File: config.mk
export PLATFORM = sky130hd
export DESIGN_NAME = videoPixelGen
export DESIGN_NICKNAME = d
export VERILOG_FILES = /design/src/common/pixelGenPkg.sv /design/src/pixelMerge/pixelMerge.sv /design/src/pixelMerge/pixelQueue.sv /design/src/rtl/drawPosition.sv /design/src/rtl/layerDraw.sv /design/src/rtl/sceneFade.sv /design/src/rtl/videoPixelGen.sv
export SDC_FILE = /design/constraint.sdc
export NUM_CORES = 1
export LEC_CHECK = 0
export BUFFER_PORTS_ARGS = -buffer_cell sky130_fd_sc_hd__buf_4
export CAP_MARGIN = 25
export CELL_PAD_IN_SITES_DETAIL_PLACEMENT = 1
export CELL_PAD_IN_SITES_GLOBAL_PLACEMENT = 1
export CORE_MARGIN = 1.5
export CORE_UTILIZATION = 53
export DETAILED_ROUTE_END_ITERATION = 7
export GPL_TIMING_DRIVEN = 0
export PLACE_DENSITY = 0.86
export SLEW_MARGIN = 20
export SYNTH_ARGS = -nofsm -noshare
export SYNTH_HDL_FRONTEND = slang
export SYNTH_SLANG_ARGS = --single-unit
File: constraint.sdc
create_clock -name iClk -period 6.66 [get_ports iClk]
set_input_delay 0 -clock iClk [delete_from_list [all_inputs] [get_ports iClk]]
set_output_delay 0 -clock iClk [all_outputs]
set_load 0.01 [all_outputs]
File: src/common/pixelGenPkg.sv
// pixel generator shared definitions
// widths, colour layout, rectangle bounds and fade constants

`default_nettype none

package pixelGenPkg;

	// --------------------------------------------------
	// raster and colour widths
	// --------------------------------------------------
	localparam int hWidth = 11;
	localparam int vWidth = 11;
	// ARGB4444 dot, alpha in the top nibble
	localparam int dotWidth = 16;
	// RGB444 output pixel
	localparam int pixWidth = 12;
	localparam int chanWidth = 4;

	// output FIFO
	localparam int queueDepth = 16;
	localparam int queueAddrWidth = $clog2(queueDepth);

	// --------------------------------------------------
	// background rectangle, bounds inclusive
	// --------------------------------------------------
	localparam logic [hWidth-1:0] rectX0 = 11'd2;
	localparam logic [hWidth-1:0] rectX1 = 11'd5;
	localparam logic [vWidth-1:0] rectY0 = 11'd1;
	localparam logic [vWidth-1:0] rectY1 = 11'd2;
	// opaque, rgb a53
	localparam logic [dotWidth-1:0] rectColor = 16'hFA53;

	// --------------------------------------------------
	// scene fade
	// --------------------------------------------------
	localparam logic [chanWidth-1:0] fadeMax = 4'd15;
	localparam int holdWidth = 2;
	// frames spent at full alpha
	localparam logic [holdWidth-1:0] fadeHoldFrames = 2'd3;

	typedef enum logic [1:0] {fadeIdle, fadeOut, fadeHold, fadeIn} fadeState;

endpackage

`default_nettype wire

File: src/pixelMerge/pixelMerge.sv
// dot merge stage
// alpha blends the scene dot over the opaque background dot
// and drops alpha to give one RGB444 pixel

`timescale 1ns/1ps
`default_nettype none

module pixelMerge
(
	input wire logic iClk,
	input wire logic rstN,
	input wire logic [pixelGenPkg::dotWidth-1:0] bgDot,
	input wire logic [pixelGenPkg::dotWidth-1:0] sceneDot,
	input wire logic dotValid,
	input wire logic dotFirst,
	output logic [pixelGenPkg::pixWidth-1:0] mergedPixel,
	output logic mergedValid,
	output logic mergedFirst
);

	localparam int cw = pixelGenPkg::chanWidth;

	logic [cw-1:0] sceneAlpha;
	// blend weight 0..16
	logic [cw:0] weight;
	logic [cw:0] invWeight;
	logic [pixelGenPkg::pixWidth-1:0] blended;

	// one channel: (bg * (16 - w) + scene * w) >> 4
	function automatic logic [cw-1:0] blendChan(
		input logic [cw-1:0] bg,
		input logic [cw-1:0] sc,
		input logic [cw:0] w,
		input logic [cw:0] invW
	);
		logic [2*cw:0] sum;
		sum = {{(cw+1){1'b0}}, bg} * {{cw{1'b0}}, invW}
			+ {{(cw+1){1'b0}}, sc} * {{cw{1'b0}}, w};
		return sum[2*cw-1:cw];
	endfunction

	// --------------------------------------------------
	// weight from scene alpha
	// --------------------------------------------------
	assign sceneAlpha = sceneDot[pixelGenPkg::dotWidth-1 -: cw];
	// 0..7 as is, 8..15 plus one, so 15 reaches full weight 16
	assign weight = {1'b0, sceneAlpha} + {{cw{1'b0}}, sceneAlpha[cw-1]};
	assign invWeight = 5'd16 - weight;

	// per channel blend, background alpha ignored since it is opaque
	always_comb
	begin
		for (int c = 0; c < 3; c++)
		begin
			blended[c*cw +: cw] = blendChan(bgDot[c*cw +: cw], sceneDot[c*cw +: cw],
				weight, invWeight);
		end
	end

	// pixel payload
	always_ff @(posedge iClk)
	begin
		if (dotValid)
		begin
			mergedPixel <= blended;
			mergedFirst <= dotFirst;
		end
	end

	// valid strobe, one cycle behind dotValid
	always_ff @(posedge iClk)
	begin
		if (!rstN)
			mergedValid <= 1'b0;
		else
			mergedValid <= dotValid;
	end

endmodule

`default_nettype wire

File: src/pixelMerge/pixelQueue.sv
// output pixel queue
// FIFO of pixel plus first-pixel flag, drained over a four-phase
// req/ack handshake, one pixel per completed transfer

`timescale 1ns/1ps
`default_nettype none

module pixelQueue
(
	input wire logic iClk,
	input wire logic rstN,
	input wire logic [pixelGenPkg::pixWidth-1:0] mergedPixel,
	input wire logic mergedValid,
	input wire logic mergedFirst,
	output logic almostFull,
	output logic [pixelGenPkg::pixWidth-1:0] pixel,
	output logic frameStart,
	output logic pixelReq,
	input wire logic pixelAck
);

	localparam int aw = pixelGenPkg::queueAddrWidth;
	localparam int ww = pixelGenPkg::pixWidth + 1;
	// room kept for the two items in the layer and merge stages
	localparam logic [aw:0] afLevel = (aw+1)'(pixelGenPkg::queueDepth - 3);

	// {first flag, pixel}
	logic [ww-1:0] mem [pixelGenPkg::queueDepth];
	logic [aw-1:0] wrPtr;
	logic [aw-1:0] rdPtr;
	logic [aw:0] count;
	logic pop;
	logic present;

	// head is popped when req drops after ack
	assign pop = pixelReq & pixelAck;
	// next transfer only once ack of the last one is low
	assign present = ~pixelReq & ~pixelAck & (count != '0);
	// fewer than 3 free entries
	assign almostFull = (count > afLevel);

	// --------------------------------------------------
	// storage
	// --------------------------------------------------
	always_ff @(posedge iClk)
	begin
		if (mergedValid)
			mem[wrPtr] <= {mergedFirst, mergedPixel};
	end

	// pointers and fill count
	always_ff @(posedge iClk)
	begin
		if (!rstN)
		begin
			wrPtr <= '0;
			rdPtr <= '0;
			count <= '0;
		end
		else
		begin
			if (mergedValid)
				wrPtr <= wrPtr + 1'b1;
			if (pop)
				rdPtr <= rdPtr + 1'b1;
			if (mergedValid && !pop)
				count <= count + 1'b1;
			else if (!mergedValid && pop)
				count <= count - 1'b1;
		end
	end

	// --------------------------------------------------
	// req/ack controller
	// --------------------------------------------------
	always_ff @(posedge iClk)
	begin
		if (!rstN)
		begin
			pixelReq <= 1'b0;
			frameStart <= 1'b0;
		end
		else if (present)
		begin
			// head entry held stable while req is high
			pixelReq <= 1'b1;
			{frameStart, pixel} <= mem[rdPtr];
		end
		else if (pop)
		begin
			pixelReq <= 1'b0;
		end
	end

endmodule

`default_nettype wire

File: src/rtl/drawPosition.sv
// draw position counter
// scans the display in raster order, one position per allowed cycle,
// and flags the last position of each frame

`timescale 1ns/1ps
`default_nettype none

module drawPosition
(
	input wire logic iClk,
	input wire logic rstN,
	// last column and row, display size minus one
	input wire logic [pixelGenPkg::hWidth-1:0] hLast,
	input wire logic [pixelGenPkg::vWidth-1:0] vLast,
	input wire logic advance,
	output logic [pixelGenPkg::hWidth-1:0] hPos,
	output logic [pixelGenPkg::vWidth-1:0] vPos,
	output logic posValid,
	output logic frameEnd
);

	// issue starts the cycle after reset, once hLast and vLast are loaded
	logic running;
	logic lastCol;
	logic lastRow;

	// >= so a size change mid frame still wraps
	assign lastCol = (hPos >= hLast);
	assign lastRow = (vPos >= vLast);

	// the current position is issued on any enabled cycle
	assign posValid = advance & running;
	assign frameEnd = posValid & lastCol & lastRow;

	// --------------------------------------------------
	// raster step
	// --------------------------------------------------
	always_ff @(posedge iClk)
	begin
		if (!rstN)
		begin
			running <= 1'b0;
			hPos <= '0;
			vPos <= '0;
		end
		else
		begin
			running <= 1'b1;
			if (posValid)
			begin
				if (lastCol)
				begin
					// next row, or back to 0,0 at frame end
					hPos <= '0;
					if (lastRow)
						vPos <= '0;
					else
						vPos <= vPos + 1'b1;
				end
				else
				begin
					hPos <= hPos + 1'b1;
				end
			end
		end
	end

endmodule

`default_nettype wire

File: src/rtl/layerDraw.sv
// layer dot builder
// background layer: one solid rectangle over opaque black
// scene layer: a single colour with the current fade alpha

`timescale 1ns/1ps
`default_nettype none

module layerDraw
(
	input wire logic iClk,
	input wire logic rstN,
	input wire logic [pixelGenPkg::hWidth-1:0] hPos,
	input wire logic [pixelGenPkg::vWidth-1:0] vPos,
	input wire logic posValid,
	input wire logic [pixelGenPkg::chanWidth-1:0] alpha,
	input wire logic [pixelGenPkg::pixWidth-1:0] sceneColor,
	output logic [pixelGenPkg::dotWidth-1:0] bgDot,
	output logic [pixelGenPkg::dotWidth-1:0] sceneDot,
	output logic dotValid,
	output logic dotFirst
);

	// opaque black, alpha nibble full
	localparam logic [pixelGenPkg::dotWidth-1:0] blackDot = 16'hF000;

	logic inRectH;
	logic inRectV;
	logic atOrigin;

	// --------------------------------------------------
	// rectangle hit test
	// --------------------------------------------------
	assign inRectH = (hPos >= pixelGenPkg::rectX0) && (hPos <= pixelGenPkg::rectX1);
	assign inRectV = (vPos >= pixelGenPkg::rectY0) && (vPos <= pixelGenPkg::rectY1);

	// first position of the frame
	assign atOrigin = (hPos == '0) && (vPos == '0);

	// dot payload, taken only on issued positions
	always_ff @(posedge iClk)
	begin
		if (posValid)
		begin
			if (inRectH && inRectV)
				bgDot <= pixelGenPkg::rectColor;
			else
				bgDot <= blackDot;
			// alpha joined with the scene rgb
			sceneDot <= {alpha, sceneColor};
			dotFirst <= atOrigin;
		end
	end

	// valid strobe, one cycle behind posValid
	always_ff @(posedge iClk)
	begin
		if (!rstN)
			dotValid <= 1'b0;
		else
			dotValid <= posValid;
	end

endmodule

`default_nettype wire

File: src/rtl/sceneFade.sv
// scene fade sequencer
// steps the scene alpha once per frame: up to full, hold, then back down

`timescale 1ns/1ps
`default_nettype none

module sceneFade
(
	input wire logic iClk,
	input wire logic rstN,
	input wire logic fadeStart,
	input wire logic frameEnd,
	output logic [pixelGenPkg::chanWidth-1:0] alpha,
	output logic fadeBusy
);

	pixelGenPkg::fadeState state;
	// start request waiting for the frame boundary
	logic startPend;
	logic [pixelGenPkg::holdWidth-1:0] holdCnt;
	logic [pixelGenPkg::chanWidth-1:0] alphaUp;
	logic [pixelGenPkg::chanWidth-1:0] alphaDown;
	logic [pixelGenPkg::holdWidth-1:0] holdLast;

	assign alphaUp = alpha + 1'b1;
	assign alphaDown = alpha - 1'b1;
	assign holdLast = pixelGenPkg::fadeHoldFrames - 1'b1;

	assign fadeBusy = (state != pixelGenPkg::fadeIdle);

	// --------------------------------------------------
	// fade FSM, all changes on frameEnd
	// --------------------------------------------------
	always_ff @(posedge iClk)
	begin
		if (!rstN)
		begin
			state <= pixelGenPkg::fadeIdle;
			alpha <= '0;
			startPend <= 1'b0;
			holdCnt <= '0;
		end
		else
		begin
			case (state)
				pixelGenPkg::fadeIdle:
				begin
					// a pulse on the boundary cycle itself counts too
					if (frameEnd && (startPend || fadeStart))
					begin
						state <= pixelGenPkg::fadeOut;
						alpha <= 4'd1;
						startPend <= 1'b0;
					end
					else if (fadeStart)
					begin
						startPend <= 1'b1;
					end
				end
				pixelGenPkg::fadeOut:
				begin
					if (frameEnd)
					begin
						alpha <= alphaUp;
						if (alphaUp == pixelGenPkg::fadeMax)
						begin
							state <= pixelGenPkg::fadeHold;
							holdCnt <= '0;
						end
					end
				end
				pixelGenPkg::fadeHold:
				begin
					// count frames at full alpha
					if (frameEnd)
					begin
						if (holdCnt == holdLast)
						begin
							state <= pixelGenPkg::fadeIn;
							alpha <= alphaDown;
						end
						else
						begin
							holdCnt <= holdCnt + 1'b1;
						end
					end
				end
				pixelGenPkg::fadeIn:
				begin
					if (frameEnd)
					begin
						alpha <= alphaDown;
						if (alphaDown == '0)
							state <= pixelGenPkg::fadeIdle;
					end
				end
				default:
				begin
					state <= pixelGenPkg::fadeIdle;
				end
			endcase
		end
	end

endmodule

`default_nettype wire

File: src/rtl/videoPixelGen.sv
// video pixel generator top
// raster counter, fade sequencer, two draw layers, merge stage
// and a req/ack output queue

`timescale 1ns/1ps
`default_nettype none

module videoPixelGen
(
	input wire logic iClk,
	input wire logic rstN,
	input wire logic [pixelGenPkg::hWidth-1:0] hDisplay,
	input wire logic [pixelGenPkg::vWidth-1:0] vDisplay,
	input wire logic fadeStart,
	input wire logic [pixelGenPkg::pixWidth-1:0] sceneColor,
	output logic [pixelGenPkg::pixWidth-1:0] pixel,
	output logic frameStart,
	output logic pixelReq,
	input wire logic pixelAck,
	output logic fadeBusy
);

	logic [pixelGenPkg::hWidth-1:0] hLast;
	logic [pixelGenPkg::vWidth-1:0] vLast;
	logic advance;
	logic [pixelGenPkg::hWidth-1:0] hPos;
	logic [pixelGenPkg::vWidth-1:0] vPos;
	logic posValid;
	logic frameEnd;
	logic [pixelGenPkg::chanWidth-1:0] alpha;
	logic [pixelGenPkg::dotWidth-1:0] bgDot;
	logic [pixelGenPkg::dotWidth-1:0] sceneDot;
	logic dotValid;
	logic dotFirst;
	logic [pixelGenPkg::pixWidth-1:0] mergedPixel;
	logic mergedValid;
	logic mergedFirst;
	logic almostFull;

	// --------------------------------------------------
	// display size register
	// --------------------------------------------------
	// counters run 0..size-1, so keep size minus one
	always_ff @(posedge iClk)
	begin
		hLast <= hDisplay - 1'b1;
		vLast <= vDisplay - 1'b1;
	end

	// stall issue while the queue is nearly full
	assign advance = ~almostFull;

	drawPosition uDrawPosition (
		.iClk(iClk), .rstN(rstN), .hLast(hLast), .vLast(vLast), .advance(advance),
		.hPos(hPos), .vPos(vPos), .posValid(posValid), .frameEnd(frameEnd)
	);

	sceneFade uSceneFade (
		.iClk(iClk), .rstN(rstN), .fadeStart(fadeStart), .frameEnd(frameEnd),
		.alpha(alpha), .fadeBusy(fadeBusy)
	);

	layerDraw uLayerDraw (
		.iClk(iClk), .rstN(rstN), .hPos(hPos), .vPos(vPos), .posValid(posValid),
		.alpha(alpha), .sceneColor(sceneColor), .bgDot(bgDot), .sceneDot(sceneDot),
		.dotValid(dotValid), .dotFirst(dotFirst)
	);

	pixelMerge uPixelMerge (
		.iClk(iClk), .rstN(rstN), .bgDot(bgDot), .sceneDot(sceneDot),
		.dotValid(dotValid), .dotFirst(dotFirst), .mergedPixel(mergedPixel),
		.mergedValid(mergedValid), .mergedFirst(mergedFirst)
	);

	// output side, four-phase handshake
	pixelQueue uPixelQueue (
		.iClk(iClk), .rstN(rstN), .mergedPixel(mergedPixel), .mergedValid(mergedValid),
		.mergedFirst(mergedFirst), .almostFull(almostFull), .pixel(pixel),
		.frameStart(frameStart), .pixelReq(pixelReq), .pixelAck(pixelAck)
	);

endmodule

`default_nettype wire

-- Word level (Yosys, flattened, before mapping)
Memories as Yosys holds them, arrays and structs flattened. A register that Yosys moved wholly into a read port is not among the register bits.
Index checks and enable logic that the tools add are counted.
- register bits after elaboration: 125
- bits in writable memories: 208
- output and inout port bits: 15
- memories: 1
- memory list (name ; words ; bits a word ; read ports ; clocked after memory_dff ; wr ports ; line ; source):
    uPixelQueue.mem ; 16 ; 13 ; 1 ; 1 ; 1 ; pixelQueue.sv:28 ; logic [ww-1:0] mem [pixelGenPkg::queueDepth];
- add/subtract/negate cells: 16
- $mul: 6
- order comparisons: 7
- equal/unequal tests: 13
- multiplexer cells: 33
- bitwise gates (word level): 9
- reduce and logical (&&, ||, !) cells: 26
- operators with widths (cell ; number):
    4-bit by 5-bit multiplier with 8-bit output ; 6
    4-bit two-way mux ; 7
    8-bit adder ; 3
    11-bit by 1-bit adder with 11-bit output, second input constant ; 2
    11-bit >= comparator ; 2
    11-bit zero test ; 2
    11-bit two-way mux ; 2
    2-bit two-way mux ; 11
    11-bit by 1-bit subtractor with 11-bit output, second input constant ; 2
    4-bit one-hot mux with 4 select lines ; 1
    2-bit by 1-bit inequality test with 1-bit output, second input constant ; 7
    4-bit by 1-bit adder with 4-bit output, second input constant ; 3
    12-bit two-way mux ; 1
    11-bit by 1-bit >= comparator with 1-bit output, second input constant ; 1
    11-bit by 2-bit >= comparator with 1-bit output, second input constant ; 1
    11-bit by 2-bit <= comparator with 1-bit output, second input constant ; 1
    11-bit by 3-bit <= comparator with 1-bit output, second input constant ; 1
    5-bit two-way mux ; 2
    5-bit AND reduction ; 2
    2-bit nonzero test ; 5
    2-bit one-hot mux with 4 select lines ; 1
    1-bit logical AND ; 7
    1-bit two-way mux ; 7
    7-bit AND reduction ; 1
    other kinds (20) ; 32

-- Depth between registers and ports, before layout
- word-level depth: 8
- gate-level depth with buffers: 21
- mapped depth without buffers: 20

-- Hierarchy
A second synthesis with hierarchy kept.
- cells, all modules: 1242
- area, all modules: 17226.5 sq um
- by module, submodules not included (module ; instances ; cells an instance ; area an instance (sq um) ; seq. area each (sq um)):
    pixelQueue ; 1 ; 417 ; 9318.9 ; 6986.7
    pixelMerge ; 1 ; 415 ; 3921.3 ; 410.4
    drawPosition ; 1 ; 194 ; 1679.1 ; 460.4
    videoPixelGen ; 1 ; 73 ; 792.0 ; 440.4
    layerDraw ; 1 ; 51 ; 774.5 ; 560.5
    sceneFade ; 1 ; 92 ; 740.7 ; 180.2

-- Least setup slack after synthesis
OpenSTA, ideal clock, no wires.
- path type: reg2reg
- from: register uLayerDraw.sceneDot[15] in the netlist's numbering
- to: register uPixelMerge.mergedPixel[3] in the netlist's numbering (data pin)
- arrival time: 4.611 ns
- path slack: 1.789 ns
- cell stages (with the launch flop): 19
- buffers on the path: 1
- path through: edfxtp_1 ha_1 ha_1 xor2_1 clkbuf_1 nand2_1 fa_1 fa_1 inv_1 fa_1 fa_1 ha_1 nand4b_1 o21bai_1 and2_1 o21a_1 o21a_1 nor2_1 xnor2_1
- longest elaborated chain between the ends: 4
- elaborated cells on any way between the ends: 5
- classes of those cells: add/sub (3); mul (2)
- ends and longest elaborated chain (element ; line ; source):
    from (decl) ; layerDraw.sv:18 ; output logic [pixelGenPkg::dotWidth-1:0] sceneDot,
    from (signal assigned) ; layerDraw.sv:49 ; sceneDot <= {alpha, sceneColor};
    4-bit by 1-bit adder with 5-bit output (*) ; pixelMerge.sv:47 ; assign weight = {1'b0, sceneAlpha} + {{cw{1'b0}}, sceneAlpha[cw-1]};
    5-bit subtractor ; pixelMerge.sv:48 ; assign invWeight = 5'd16 - weight;
    4-bit by 5-bit multiplier with 8-bit output ; pixelMerge.sv:37 ; sum = {{(cw+1){1'b0}}, bg} * {{cw{1'b0}}, invW}
    8-bit adder (*) ; pixelMerge.sv:38 ; + {{(cw+1){1'b0}}, sc} * {{cw{1'b0}}, w};
    via uPixelMerge.blended (one bit) ; pixelMerge.sv:27 ; logic [pixelGenPkg::pixWidth-1:0] blended;
    to (signal assigned) ; pixelMerge.sv:65 ; mergedPixel <= blended;
    to (decl) ; pixelMerge.sv:16 ; output logic [pixelGenPkg::pixWidth-1:0] mergedPixel,
Mark *: on every way through the listed nets, which the timed path passes. The rest lies on a longest branch.
A chain may end at the register's enable or synchronous reset.

-- Final worst setup path
Same ends and word-level chain as after synthesis.

==> impl_metrics.toml <==
[outcome]
status = "complete, no violations"

[cts]
cts_tree = "built"
cts_setup_buffers = 0
cts.sinks = 326
hold_buffers = 57
cts_buffer_depth = 3
cts-resized-gates = 0
cts_buffers = 36
clk_pin_slew_ps = 60
clock_latency_ps = 540
clockRootBuffer = "clkbuf_16"
htree_num_levels = 2

[finish]
fin_nets = 1444
utilization = 0.625
syn_to_final_growth_pct = 16.4
diodes = 0
drive_gt1_frac = 0.151
fin_area_um2 = 18400

[yosys]
synth_cell_types = 63
synthArstFlopShare = 0
avgSynthCellArea_um2 = 14.2
ys_top_cells_by_area = "edfxtp_1, dfxtp_1, mux4_2"
ys_warn_count = 0
synth_nets = 1295
synthMostInstantiatedCell = "edfxtp_1"
synth_edf_count = 251
synthTopCellsByCount = "edfxtp_1, inv_1, ha_1"
ys_seq_area_frac = 0.571
synth.ff_latch_count = 326
netlist.top_cell.by_area = "edfxtp_1"
yosysTopAreaCellShare = 0.476
syn-instance-count = 1115
synthFlopType = "edfxtp_1"
synth_area_um2 = 15800

[worst_setup_path]
end_kind = "flip-flop"
critPathLaunchType = "flip-flop"
worstReg2RegEnd = "uPixelMerge.mergedPixel[3]"
crit_family = "adder cells"
cp.arrival_ps = 5990
cp_cell_sequence = "ha_1 > ha_1 > xor2_1 > clkbuf_1 > nand2_1 > fa_1 > fa_1 > inv_1 > fa_1 > fa_1 > ha_1 > nand4b_1 > o21bai_1 > and2_1 > o21a_1 > o21a_1 > nor2_1 > xnor2_1"
cp.required_ps = 6920
reg2regPathDepth = 18
crit_slowest_cell = "fa_1"
crit_fanout = 10
critPathLaunch = "uLayerDraw.sceneDot[15]"
rr_startpoint = "uLayerDraw.sceneDot[15]"
r2r_slack_ps = 930
critical_path_buf_inv_count = 2
crit_top_cell = "fa_1"
critPathMaxStageDelay_ps = 540
critPathKind = "reg2reg"

[power]
p_leak_nw = 7.05
cellPowerDensity_nw_per_um2 = 286
peakVddDrop_uv = 193
power_mw = 5.27

[hold_path]
min_from = "rstN"
whs_endpoint = "uDrawPosition.running"
min_path_cells = 2
hp-class = "in2reg"

[sta]
whs_ps = 202
finalSetupTns_ps = 0
worst_pin_slew_ps = 1040
drv_slew = 0
fmax_ghz = 0.175
timing.slew.headroom = 0.306
fin_crit_ps = 5730
skew_ps = 33.3
rsz0062_at_grt = "false"
setup_viol = 0
fin_crit_sh = 0.860
final_hold_viol_count = 0

[global_route]
antenna_found_initial = 0
grt_pass1_vias = 10638
grt_usage = 0.267
grt_max_degree = 25
grt_pass1_wl_um = 61100
grt.overflow.total = 0

[die]
core_area_um2 = 29500
start_util = 0.537
io_pins = 53
rows = 63
die_w_um = 176
die_area_um2 = 30900
die_y_um = 176

[placement]
placed_area_um2 = 16700
io_buffers = 52
routabilityCongestion = 0.791
hpwl_um = 24400

[detailed_routing]
drc = 0
vias = 9540
viasPerCell = 5.69
antenna_left = 0
routed_wl_um = 39500
wire_per_inst_um = 23.5
drt_iter0_markers = 698
dr.pass1.iters = 5

[flow_run]
max_cap_viol_count = 0
[layout by cell type, fill, tap and decap left out, types with 52 or more instances in the layout]
cell / count
and2_1: 52
buf_4: 54
dfxtp_1: 75
dlygate4sd3_1: 57
edfxtp_1: 251
ha_1: 101
inv_1: 113
mux4_2: 60
nand2_1: 69
nor2_1: 66
[state kept, by name, summed over array words and instances (netlist names), 2 cells and up, named ones only]
register	flops
uSceneFade.state	2
uSceneFade.holdCnt	2
uPixelQueue.count	5
uPixelQueue.pixel	12
uDrawPosition.vPos	11
vLast	11
hLast	11
uDrawPosition.hPos	11
uLayerDraw.sceneDot	16
uSceneFade.alpha	4
uPixelQueue.wrPtr	4
uPixelQueue.mem	208
uPixelQueue.rdPtr	4
uPixelMerge.mergedPixel	12
[where the power goes]
| group | switching (mW) | total (mW) | internal (mW) | leakage [nW] |
|---|---|---|---|---|
| Sequential | 0.131 | 2.50 | 2.37 | 2.90 |
| Clock | 0.826 | 1.95 | 1.12 | 0.560 |
| Combinational | 0.450 | 0.822 | 0.372 | 3.59 |
| Total | 1.41 | 5.27 | 3.87 | 7.05 |
[layout make-up]
type / instances / area (µm²)
fill: 2826 / 11100
sequential: 326 / 9040
multi-input combinational: 643 / 6180
timing repair buffer: 111 / 980
clock buffer: 43 / 937
tap: 390 / 488
inverter: 114 / 428
clock inverter: 19 / 185
buffer: 32 / 181
[layer usage]
layer	part of all wire	vias up	global-route usage	routed length [µm]
li1	-	4302	-	-
met1	0.38	4913	0.314	15100
met2	0.54	244	0.495	21300
met3	0.043	81	0.0387	1680
met4	0.035	0	0.0962	1400
met5	0	-	0	0
[worst max path at each step]
stage	end	cells after the start
5_1_grt	uPixelMerge.mergedPixel[3]	18
2_1_floorplan	uPixelMerge.mergedPixel[3]	18
3_5_place_dp	uPixelMerge.mergedPixel[3]	18
4_1_cts	uPixelMerge.mergedPixel[3]	18
6_report	uPixelMerge.mergedPixel[3]	18
3_3_place_gp	uPixelMerge.mergedPixel[3]	18
[kinds of logic (layout without fill, tap and decap cells)]
kind of cell | Yosys count | in the layout | synth area share
and+or+nand+nor | 284 | 284 | 0.0913
muxes | 71 | 71 | 0.0975
DFF | 326 | 326 | 0.571
AOI/OAI and AO/OA | 76 | 76 | 0.0312
xor gates and xnor gates | 70 | 70 | 0.0387
buffers and inverters | 146 | 319 | 0.0385
adders and majority gates | 142 | 142 | 0.132
[stage by stage]
step	instances	setup slack, ps
floorplan	1115	1790
global placement	1557	1190
detailed placement	1558	948
CTS	1677	887
global route	1678	666
finish	1678	931
Power figures use the tool's default switching activity.
